File: config.mk
export PLATFORM = sky130hd
export DESIGN_NAME = rom_dwnld
export DESIGN_NICKNAME = d
export VERILOG_FILES = /design/src/mem_pkg.sv /design/src/rom_dwnld.sv
export SDC_FILE = /design/constraint.sdc
export NUM_CORES = 1
export LEC_CHECK = 0
export ABC_CLOCK_PERIOD_IN_PS = 1260
export BUFFER_PORTS_ARGS = -buffer_cell sky130_fd_sc_hd__buf_4
export CAP_MARGIN = 20
export CORE_MARGIN = 2
export CORE_UTILIZATION = 38
export DETAILED_ROUTE_END_ITERATION = 10
export PLACE_DENSITY_LB_ADDON = 0.3
export RECOVER_POWER = 25
export SYNTH_ARGS = -nofsm -noshare
export SYNTH_HDL_FRONTEND = slang
export SYNTH_SLANG_ARGS = --single-unit
File: constraint.sdc
create_clock -name clk_sys -period 1.26 [get_ports clk_sys]
set_input_delay 0.189 -clock clk_sys [delete_from_list [all_inputs] [get_ports clk_sys]]
set_output_delay 0.189 -clock clk_sys [all_outputs]
set_load 0.02 [all_outputs]
File: src/mem_pkg.sv
// Shared widths and latencies for the ROM memory subsystem
// Memory word type with whole-word and byte-lane views
// Active-low byte lane mask type

`default_nettype none

package mem_pkg;

    // Word memory geometry
    localparam int MEM_AW   = 10;
    localparam int BANK_AW  = MEM_AW - 2;
    localparam int NBANKS   = 4;
    localparam int BSEL_W   = MEM_AW - BANK_AW;
    localparam int DW       = 16;

    // Host download is byte addressed
    localparam int IOCTL_AW = MEM_AW + 1;

    // Grant to data, in clk_sys cycles
    localparam int RD_LAT   = 2;

    typedef struct packed {
        logic [7:0] hi;
        logic [7:0] lo;
    } mem_lanes_t;

    // Same 16 bits, read as one value or as two bytes
    typedef union packed {
        logic [DW-1:0] word;
        mem_lanes_t    lanes;
    } mem_word_t;

    // Bit 1 high byte, bit 0 low byte, 0 writes the lane
    typedef logic [1:0] byte_mask_t;

endpackage

`default_nettype wire

File: src/rom_dwnld.sv
// ROM downloader
// Turns single host bytes into masked word programming writes
// One write is held until the arbiter grants it

`default_nettype none

module rom_dwnld
    import mem_pkg::*;
(
    input  wire                clk_sys,
    input  wire                reset_i,
    input  wire                ioctl_wr_i,
    input  wire [IOCTL_AW-1:0] ioctl_addr_i,
    input  wire [7:0]          ioctl_dout_i,
    input  wire                prog_ack_i,
    output logic               ioctl_wait_o,
    output logic               prog_we_o,
    output logic [MEM_AW-1:0]  prog_addr_o,
    output mem_word_t          prog_data_o,
    output byte_mask_t         prog_mask_o
);

    logic pend_q;
    logic accept;

    // Host is not supposed to write while waiting, ignore it if it does
    assign accept = ioctl_wr_i && !pend_q;

    always_ff @(posedge clk_sys) begin
        if (reset_i) begin
            pend_q <= 1'b0;
        end else if (accept) begin
            pend_q <= 1'b1;
        end else if (prog_ack_i) begin
            pend_q <= 1'b0;
        end
    end

    // Address, data and lane select of the held byte
    always_ff @(posedge clk_sys) begin
        if (accept) begin
            prog_addr_o             <= ioctl_addr_i[IOCTL_AW-1:1];
            prog_data_o.lanes.hi    <= ioctl_dout_i;
            prog_data_o.lanes.lo    <= ioctl_dout_i;
            // Even byte goes to the low lane
            if (ioctl_addr_i[0]) begin
                prog_mask_o <= 2'b01;
            end else begin
                prog_mask_o <= 2'b10;
            end
        end
    end

    assign prog_we_o = pend_q;

    // Drops the cycle after the grant
    assign ioctl_wait_o = pend_q;

endmodule

`default_nettype wire

==> flow_summary.ini <==
[route]
avgViaCountPerCell = 4.21
vias = 451
wl_um = 1230
routedWlPerCell_um = 11.5
initialDrtViolationCount = 10
drc = 0
ant_nets = 0
drt-pass1-iter-count = 3

[final_layout]
multi_input_area_um2 = 20.0
syn_to_final_growth_pct = 56.2
layout.nets = 106
final_cells = 107
postLayoutCellArea_mm2 = 0.00111
fill_cells = 140
antenna_cells = 0
drive_above_1_share_pct = 69.5
utilization_pct = 63.7
seqCellArea_um2 = 621

[clock_network]
path_clk_slew_ps = 110
clock_sinks = 21
clk_latency_ps = 290
cts_setup_buffers = 0
clk_path_buf_depth = 2
h-tree-depth = 1
clockRootBuffer = clkbuf_4
cts_buffers = 3
cts_tree = done
cts.repair.resized = 0
holdBufCountCts = 0

[die]
core-area_mm2 = 0.00175
ioPinCount = 53
initial_core_util_pct = 40.8
rows = 15
dieArea_mm2 = 0.00224
die_h_um = 47.3
chipWidth_um = 47.3

[synth]
synthMostInstantiatedCell = edfxtp_1
synth_edf_count = 20
synth-main-ff-cell = edfxtp_1
synth_top_area_cell = edfxtp_1
syn_inst = 34
syn_area_um2 = 712
synth_fp_nets = 57
synthTopCellsByArea = edfxtp_1, buf_4, dfxtp_1
ys_seq_area_share_pct = 87.2
syn-mean-instance-area_um2 = 20.9
yosys_warnings = 0
synthDistinctLibCells = 7
synth_top_cell_area_share_pct = 84.4
ys_seq_elements = 21
synthArstFlopShare_pct = 0
ys_top_cells_by_count = edfxtp_1, buf_4

[placed_design]
postPlaceCellArea_mm2 = 0.00109
placed_cells = 103
finalWeightedCongestion = 0.658
io_buffers = 52
place_ws_ps = 236

[worst_setup_path]
r2r_end = prog_addr_o[5]
crit_path_end = prog_data_o[6]
slowest_stage = edfxtp_1
crit_family = flip-flops
rr_worst_depth = 2
cp_num_buf_inv = 1
crit_start = prog_data_o[14]
cp_cell_sequence = buf_4
start_kind = register
r2r_start = ioctl_wait_o
critPathMaxFanout = 2
worstPathArrival_ps = 870
worstPathRequired_ps = 1070
crit_path_end_kind = output pin
crit_type = register to output pin
cp_num_cells = 1
max_stage_delay_ps = 410
r2r_slack_ps = 210

[timing]
hold_viol_final = 0
period_needed_ps = 1060
worstMarginPinSlew_ps = 197
whs_ps = 44.1
fmax_mhz = 943
final_max_slew_viol_count = 0
slew-limit-headroom_pct = 86.8
setup_ws_ps = 199
period_share_pct = 84.2
final.setup.tns_ps = 0
setup_viol = 0
finalClockSkew_ps = 6.36
rsz0062_at_grt = no

[global_routing]
antenna_found_initial = 0
gr-total-overflow = 0
grt_max_degree = 21
first_global_vias = 417
grt_usage_pct = 11.3
grt_pass1_wl_um = 1660

[power_and_ir_drop]
total_power_mw = 1.38
peakVddDrop_v = 0.000715
p_per_area_mw_per_mm2 = 1240
cellLeakagePower_nw = 0.484

[worst_hold_path]
min_path_type = input pin to register
min_path_cells = 2

[run]
drv_cap = 0

[run_status]
outcome = finished clean
## cells by family after synthesis
| family | Yosys count | share of synthesized area [%] |
|---|---|---|
| compound gates | 1 | 1.05 |
| buf+inv | 10 | 10.0 |
| flops | 21 | 87.2 |
| simple gates | 2 | 1.76 |
## metal layers
layer / track usage (%) / part of all wire, %
met5: 0 / 0
met3: 3.08 / 11
met1: 11.3 / 37
met4: 6.67 / 0
met2: 20.5 / 52
## layout make-up
cell class	count	area share (%)
Clock buffer	4	2.36
Inverter	1	0.337
Multi-Input combinational cell	3	1.80
Sequential cell	21	55.8
Tap cell	25	2.81
Timing Repair Buffer	53	36.9
## power breakdown
group	total, mW	switching [mW]	internal (mW)
Clock	0.303	0.180	0.123
Combinational	0.242	0.122	0.120
Sequential	0.830	0.0160	0.814
## worst min path at each step
stage	startpoint	to	slack [ps]
after floorplan	reset_i	ioctl_wait_o	260
after global placement	reset_i	ioctl_wait_o	350
after detailed placement	reset_i	ioctl_wait_o	360
after CTS	reset_i	ioctl_wait_o	30
after global routing	reset_i	ioctl_wait_o	40
final	reset_i	ioctl_wait_o	40
## registers in the layout, summed over array words and instances, names as in the netlist
| name | flops |
|---|---|
| prog_data_o | 8 |
| prog_addr_o | 10 |
| prog_mask_o | 2 |
| ioctl_wait_o | 1 |
## cells in the final DEF (no fill, tap or decap)
cell and count:
dfxtp_1 1, buf_4 35, buf_12 1, and2b_2 1, edfxtp_1 20, nor2_1 1
inv_1 1, clkbuf_4 20, clkbuf_1 1, a211oi_1 1
Power figures use the tool's default switching activity.
