$ cat src/mem_pkg.sv
// Shared widths and latencies for the ROM memory subsystem
// Memory word type with whole-word and byte-lane views
// Active-low byte lane mask type

`default_nettype none

package mem_pkg;

    // Word memory geometry
    localparam int MEM_AW   = 10;
    localparam int BANK_AW  = MEM_AW - 2;
    localparam int NBANKS   = 4;
    localparam int BSEL_W   = MEM_AW - BANK_AW;
    localparam int DW       = 16;

    // Host download is byte addressed
    localparam int IOCTL_AW = MEM_AW + 1;

    // Grant to data, in clk_sys cycles
    localparam int RD_LAT   = 2;

    typedef struct packed {
        logic [7:0] hi;
        logic [7:0] lo;
    } mem_lanes_t;

    // Same 16 bits, read as one value or as two bytes
    typedef union packed {
        logic [DW-1:0] word;
        mem_lanes_t    lanes;
    } mem_word_t;

    // Bit 1 high byte, bit 0 low byte, 0 writes the lane
    typedef logic [1:0] byte_mask_t;

endpackage

`default_nettype wire

$ cat src/bank_arbiter.sv
// Memory arbiter for one programming port and four bank read ports
// Programming always wins, banks rotate round-robin
// Tracks reads in flight and steers returning data to its bank

`default_nettype none

module bank_arbiter
    import mem_pkg::*;
(
    input  wire                            clk_sys,
    input  wire                            reset_i,
    // Programming port
    input  wire                            prog_we_i,
    input  wire [MEM_AW-1:0]               prog_addr_i,
    input  wire mem_word_t                 prog_data_i,
    input  wire byte_mask_t                prog_mask_i,
    output logic                           prog_ack_o,
    // Bank read ports
    input  wire [NBANKS-1:0]               ba_rd_i,
    input  wire [NBANKS-1:0][BANK_AW-1:0]  ba_addr_i,
    output logic [NBANKS-1:0]              ba_ack_o,
    output logic [NBANKS-1:0]              ba_rdy_o,
    output logic [DW-1:0]                  ba_dout_o,
    // Word memory
    output logic                           mem_en_o,
    output logic                           mem_we_o,
    output logic [MEM_AW-1:0]              mem_addr_o,
    output mem_word_t                      mem_din_o,
    output byte_mask_t                     mem_mask_o,
    input  wire mem_word_t                 mem_dout_i
);

    logic [BSEL_W-1:0] last_q;
    logic [BSEL_W-1:0] cand;
    logic [BSEL_W-1:0] gnt_idx;
    logic              bank_gnt;

    // Bank index of each read in flight
    logic [RD_LAT-1:0]             pipe_vld_q;
    logic [RD_LAT-1:0][BSEL_W-1:0] pipe_idx_q;

    // Search starts at the bank after the last one granted
    always_comb begin
        bank_gnt = 1'b0;
        gnt_idx  = last_q;
        cand     = last_q;
        for (int i = 1; i <= NBANKS; i++) begin
            cand = last_q + i[BSEL_W-1:0];
            if (!bank_gnt && ba_rd_i[cand]) begin
                bank_gnt = 1'b1;
                gnt_idx  = cand;
            end
        end
        // A pending download blocks every bank this cycle
        if (prog_we_i) begin
            bank_gnt = 1'b0;
        end
    end

    always_comb begin
        prog_ack_o = prog_we_i;
        ba_ack_o   = '0;
        mem_en_o   = prog_we_i || bank_gnt;
        mem_we_o   = prog_we_i;
        mem_addr_o = prog_addr_i;
        mem_mask_o = prog_mask_i;
        if (bank_gnt) begin
            ba_ack_o[gnt_idx] = 1'b1;
            mem_addr_o        = {gnt_idx, ba_addr_i[gnt_idx]};
            mem_mask_o        = 2'b11;
        end
    end

    assign mem_din_o = prog_data_i;

    always_ff @(posedge clk_sys) begin
        if (reset_i) begin
            last_q     <= BSEL_W'(NBANKS - 1);
            pipe_vld_q <= '0;
        end else begin
            pipe_vld_q <= {pipe_vld_q[RD_LAT-2:0], bank_gnt};
            if (bank_gnt) begin
                last_q <= gnt_idx;
            end
        end
    end

    always_ff @(posedge clk_sys) begin
        pipe_idx_q[0] <= gnt_idx;
        for (int i = 1; i < RD_LAT; i++) begin
            pipe_idx_q[i] <= pipe_idx_q[i-1];
        end
    end

    // Last stage lines up with the memory output register
    always_comb begin
        ba_rdy_o = '0;
        if (pipe_vld_q[RD_LAT-1]) begin
            ba_rdy_o[pipe_idx_q[RD_LAT-1]] = 1'b1;
        end
    end

    assign ba_dout_o = mem_dout_i.word;

endmodule

`default_nettype wire

$ cat config.mk
export PLATFORM = sky130hd
export DESIGN_NAME = bank_arbiter
export DESIGN_NICKNAME = d
export VERILOG_FILES = /design/src/mem_pkg.sv /design/src/bank_arbiter.sv
export SDC_FILE = /design/constraint.sdc
export NUM_CORES = 1
export LEC_CHECK = 0
export ABC_AREA = 1
export BUFFER_PORTS_ARGS = -buffer_cell sky130_fd_sc_hd__buf_2
export CORE_MARGIN = 4
export CORE_UTILIZATION = 40
export DETAILED_ROUTE_END_ITERATION = 7
export GPL_TIMING_DRIVEN = 0
export PLACE_DENSITY = 0.9
export REMOVE_ABC_BUFFERS = 1
export SKIP_CTS_REPAIR_TIMING = 1
export SYNTH_ARGS = -nofsm -noshare
export SYNTH_HDL_FRONTEND = slang
export SYNTH_SLANG_ARGS = --single-unit
$ cat constraint.sdc
create_clock -name clk_sys -period 3.9 [get_ports clk_sys]
set_input_delay 0 -clock clk_sys [delete_from_list [all_inputs] [get_ports clk_sys]]
set_output_delay 0 -clock clk_sys [all_outputs]
set_load 0.05 [all_outputs]
==> metrics.csv, run 1 <==
metric;value;unit
status;finished clean;
grt_usage;0.202;
cts_root_buf;clkbuf_4;
critPathLaunch;last_q[0];
placedInstanceArea;0.00153;mm^2
dr.pass1.iters;4;
wire_per_inst;14.1;um
cpPeakStageDelay;630;ps
multiInputGateArea;813;um^2
slew_viol_final;0;
area_delta_synth_final;8.25;%
antenna_left;0;
avgViaCountPerCell;4.78;
dpl.hpwl;3.68;mm
gr-total-overflow;0;
dominantRegCellSynth;dfxtp_1;
clockBufferDepth;2;
register_area;160;um^2
setup_viol_count_final;0;
hold_path_class;in -> out;
place_congestion;0.849;
io_pins;138;
pre_cts_slack;1050;ps
clkTransAtPathRegs;50;ps
yosysMostFrequentCell;nand2_1;
cts_tree;done;
portBuffers;73;
r2r-start;last_q[0];
antenna_found_initial;0;
power;978;uW
synth_cells;249;
drc_errors;0;
synth_area;0.00144;mm^2
final_area;0.00156;mm^2
vias;1579;
final_core_util;0.456;
cts_max_level;1;
avgSynthCellArea;5.78;um^2
cp_common_cell;nand2_1;
rsz0062_at_grt;false;
max_slew_margin;0.658;
slowest_stage;dfxtp_1;
fin_setup_tns;0;ps
start_util;0.422;
cp_data_required_time;3900;ps
die_x;68;um
drt-initial-drc-count;84;
fillCellCount;367;
critical_path_class;reg -> out;
hp-start;prog_data_i[7];
cpLargestDelayFamily;simple AND/OR/NAND/NOR gates;
grt_max_degree;18;
layout-drive-gt1-share;0.373;
timing.fmax;327;MHz
yosys_register_bits;8;
crit_buf_inv;3;
ys_top_cells_by_area;nand2_1 (20%), buf_4 (19%), nand3_1 (15%);
vdd_ir_drop_max;0.000224;V
synth_warnings;0;
synth_edf_count;0;
critPathLaunchType;flip-flop;
cts_buffers;3;
insertion_delay;240;ps
die_h;68;um
coreArea;0.00342;mm^2
finalNetCount;369;
n_antenna_cell;0;
critPathMaxFanout;16;
async_flop_share;0;
fin_crit_sh;0.783;
path_cells;inv_2 > nand2_1 > nand2_1 > nor3_1 > nand2_1 > nand2_1 > inv_1 > or2_2 > buf_2;
routed_wl;4.65;mm
synthTopCellsByCount;nand2_1 (77), nand3_1 (44), buf_4 (37);
yosysTopAreaCellShare;0.201;
worst_slack;846;ps
yosysSeqAreaShare;0.111;
fp-row-count;21;
endpoint_kind;output pin;
p_leak;1.01;nW
skew;4.68;ps
power_density;628;mW/mm^2
yosysTopAreaCell;nand2_1;
timing_hold_violations_final;0;
grt_pass1_wl;6.96;mm
grt_pass1_vias;1409;
maxCapViolations;0;
critPathArrivalTime;3050;ps
numClockSinks;8;
finalCriticalPeriod;3050;ps
die_area;0.00462;mm^2
ys_types;22;
tightestPinTransition;512;ps
-- metal layers --
metal / share of wire / routed length [um] / track usage / up-vias
li1: - / - / - / 804
met1: 0.41 / 1930 / 0.248 / 663
met2: 0.40 / 1870 / 0.277 / 106
met3: 0.17 / 813 / 0.136 / 4
met4: 0.0019 / 9 / 0.0422 / 2
met5: 0.0067 / 31 / 0.138 / -
-- cell type report --
type	instances	area share
multi-input combinational	165	0.522
inverter	34	0.0835
sequential	8	0.103
timing repair buffer	74	0.241
tap	46	0.0369
clock buffer	3	0.0144
-- cell usage in the layout, fill, tap and decap left out, types with 2 or more instances in the layout --
cell type	instances
buf_2	73
clkbuf_4	3
nor3_1	5
a21oi_1	3
nor2_1	5
dfxtp_1	8
inv_1	30
nand2_2	17
o211ai_1	2
nand3_1	44
inv_2	3
nand2_1	77
nand2_4	5
or2_2	2
-- final timing paths --
check | end | slack, ps | depth (start not counted)
setup / recovery | mem_mask_o[0] | 850 | 9
setup reg to reg | last_q[1] | 1220 | 9
hold / removal | mem_din_o[7] | 0.5 | 0
hold reg to reg | pipe_idx_q[2] | 320 | 0
-- power by group --
group	total (mW)	internal [mW]	switching, mW	leakage [nW]
Clock	0.0590	0.0349	0.0241	0.0138
Combinational	0.788	0.214	0.574	0.930
Sequential	0.132	0.110	0.0217	0.0669
Total	0.978	0.359	0.619	1.01
-- flip-flops by register name, summed over array words and instances, names as in the netlist --
| signal | count |
|---|---|
| pipe_idx_q | 4 |
| last_q | 2 |
| pipe_vld_q | 2 |
-- cell families (layout without fill, tap and decap cells) --
logic type,count (synthesis),after routing,synth area share
buffers and inverters,76,111,0.324
DFF,8,8,0.111
AOI/OAI and AO/OA,7,7,0.0287
and+or+nand+nor,158,158,0.536
-- through the flow --
step | hold WS, ps | cells
2_1_floorplan | 0 | 207
3_3_place_gp | 1.29 | 326
3_5_place_dp | 1.29 | 326
4_1_cts | -61.5 | 329
5_1_grt | 0.356 | 330
6_report | 0.458 | 330
(Power assumes the default switching activity.)
==> inputs of run 2 (changes only) <==
--- a/config.mk
+++ b/config.mk
@@ -5,13 +5,13 @@
 export SDC_FILE = /design/constraint.sdc
 export NUM_CORES = 1
 export LEC_CHECK = 0
-export ABC_AREA = 1
+export ABC_AREA = 0
 export BUFFER_PORTS_ARGS = -buffer_cell sky130_fd_sc_hd__buf_2
 export CORE_MARGIN = 4
-export CORE_UTILIZATION = 40
+export CORE_UTILIZATION = 32
 export DETAILED_ROUTE_END_ITERATION = 7
 export GPL_TIMING_DRIVEN = 0
-export PLACE_DENSITY = 0.9
+export PLACE_DENSITY = 0.83
 export REMOVE_ABC_BUFFERS = 1
 export SKIP_CTS_REPAIR_TIMING = 1
 export SYNTH_ARGS = -nofsm -noshare
==> constraint.sdc (replaced) <==
create_clock -name clk_sys -period 2.84 [get_ports clk_sys]
set_input_delay 0 -clock clk_sys [delete_from_list [all_inputs] [get_ports clk_sys]]
set_output_delay 0 -clock clk_sys [all_outputs]
set_load 0.05 [all_outputs]
==> metrics.csv, run 2 <==
metric;value;unit
critical_path_class;reg -> out;
hold_path_class;in -> out;
setup_viol_count_final;0;
reg2reg_depth;5;
critPathLaunchType;flip-flop;
synth_edf_count;0;
critPathMaxFanout;13;
synth_area;0.00109;mm^2
synth_warnings;0;
maxCapViolations;0;
yosysMostFrequentCell;buf_4;
async_flop_share;0;
layout-drive-gt1-share;0.489;
grt_pass1_wl;5.92;mm
reg_top3;pipe_idx_q (4), last_q (2), pipe_vld_q (2);
coreArea;0.00315;mm^2
largest-register;pipe_idx_q;
synth_top_family_by_area;buffers and inverters;
grt_pass1_vias;1140;
rsz0062_at_grt;false;
synthAdderAreaFrac;0;
rrSetupSlack;840;ps
path_cells;nor2b_1 > o21a_1 > nor3_4 > mux2i_1 > o211ai_1 > buf_2;
fin_crit_sh;0.847;
power;527;uW
drc_errors;0;
synth_cells;143;
slowest_stage;nor3_4;
p_leak;0.653;nW
drt-initial-drc-count;24;
cts_root_buf;clkbuf_4;
area_delta_synth_final;14.2;%
wire_per_inst;18.4;um
clockBufferDepth;2;
hp-start;prog_data_i[3];
post_synth_xor_area_fraction;0;
worst_slack;433;ps
ys_top_cells_by_area;buf_4 (23%), dfxtp_1 (15%), mux2i_1 (7.3%);
ys_types;31;
dr.pass1.iters;5;
r2r-start;last_q[0];
n_antenna_cell;0;
die_h;66.4;um
place_congestion;0.727;
pre_cts_slack;440;ps
cp_data_required_time;2840;ps
dominantRegCellSynth;dfxtp_1;
max_slew_margin;0.483;
r2r-end;last_q[0];
io_pins;138;
gr-total-overflow;0;
largest_reg_flops;4;
die_area;0.00441;mm^2
endpoint;mem_addr_o[1];
yosysSeqAreaShare;0.147;
grt_usage;0.183;
start_util;0.346;
muxShareOfSynthArea;0.0734;
tightestPinTransition;772;ps
die_x;66.4;um
avgViaCountPerCell;5.27;
status;finished clean;
final_common_cell;buf_2;
power_density;423;mW/mm^2
cts_buffers;3;
skew;3.72;ps
cts_tree;done;
endpoint_kind;output pin;
fp-row-count;20;
critPathLaunch;last_q[0];
synthTopCellsByCount;buf_4 (34), nand2_1 (14), nor2_1 (10);
numClockSinks;8;
yosysTopAreaCellShare;0.234;
vias;1169;
finalNetCount;263;
synth-simple-area-share;0.242;
timing_hold_violations_final;0;
yosysTopAreaCell;buf_4;
critPathArrivalTime;2410;ps
avgSynthCellArea;7.63;um^2
antenna_left;0;
hold_slack;0.333;ps
yosys_register_bits;8;
dpl.hpwl;3.34;mm
fillCellCount;330;
portBuffers;73;
slew_viol_final;0;
cts_max_level;1;
insertion_delay;250;ps
final_cell_mix;buf_2 (73), nand2_1 (14), nor2_1 (10);
synth_compound_area_frac;0.250;
vdd_ir_drop_max;0.000117;V
routed_wl;4.09;mm
timing.fmax;416;MHz
grt_max_degree;24;
clkTransAtPathRegs;50;ps
antenna_found_initial;0;
finalCriticalPeriod;2410;ps
cpPeakStageDelay;690;ps
[run 2: cell types whose count changed after synthesis, moves of 9 or more]
| cell | delta |
|---|---|
| nand2_2 | -17 |
| nand3_1 | -44 |
| inv_1 | -30 |
| nand2_1 | -63 |
| o31ai_1 | +9 |
[run 2: final cells by class]
type / instances / area, um^2 / area share
Multi-Input combinational cell: 91 / 622 / 0.499
Sequential cell: 8 / 160 / 0.129
Tap cell: 44 / 55.1 / 0.0442
Clock buffer: 3 / 22.5 / 0.0181
Inverter: 1 / 3.75 / 0.00301
Timing Repair Buffer: 75 / 383 / 0.307
[run 2: metal layers]
metal	global-route usage	part of all wire	wire length, um
met5	0.0972	0.0088	36
met4	0.0381	0.0017	7
met3	0.139	0.19	792
met2	0.255	0.42	1700
met1	0.215	0.38	1550
[run 2: cells by family after synthesis]
| family | count (synthesis) |
|---|---|
| simple gates | 50 |
| buf+inv | 44 |
| mux | 8 |
| flops | 8 |
| compound gates | 33 |
[run 2: how the worst min path moves through the flow]
stage	end	depth (start not counted)
finish	mem_din_o[3]	0
detailed placement	mem_din_o[15]	0
global route	mem_din_o[3]	0
floorplan	ba_dout_o[0]	0
global placement	mem_din_o[15]	0
CTS	pipe_vld_q[1]	2
[run 2: power breakdown]
part	internal [mW]	switching (mW)
clock	0.0481	0.0351
combinational	0.102	0.209
sequential	0.125	0.00826
total	0.275	0.252
[run 2: worst max-delay path, delay by kind of cell (launching register included)]
family / cells / cell delay (ps)
AOI/OAI and AO/OA: 2 / 520
DFF: 1 / 390
buffers and inverters: 1 / 300
muxes: 1 / 160
and+or+nand+nor: 2 / 790
[run 2: stage by stage]
stage / setup TNS (ps) / utilization / instances / cell area (um^2)
detailed placement: 0 / 0.383 / 218 / 1210
finish: 0 / 0.395 / 222 / 1250
global placement: -1890 / 0.381 / 217 / 1200
CTS: 0 / 0.390 / 221 / 1230
floorplan: 0 / - / 100 / 781
global route: 0 / 0.395 / 222 / 1250
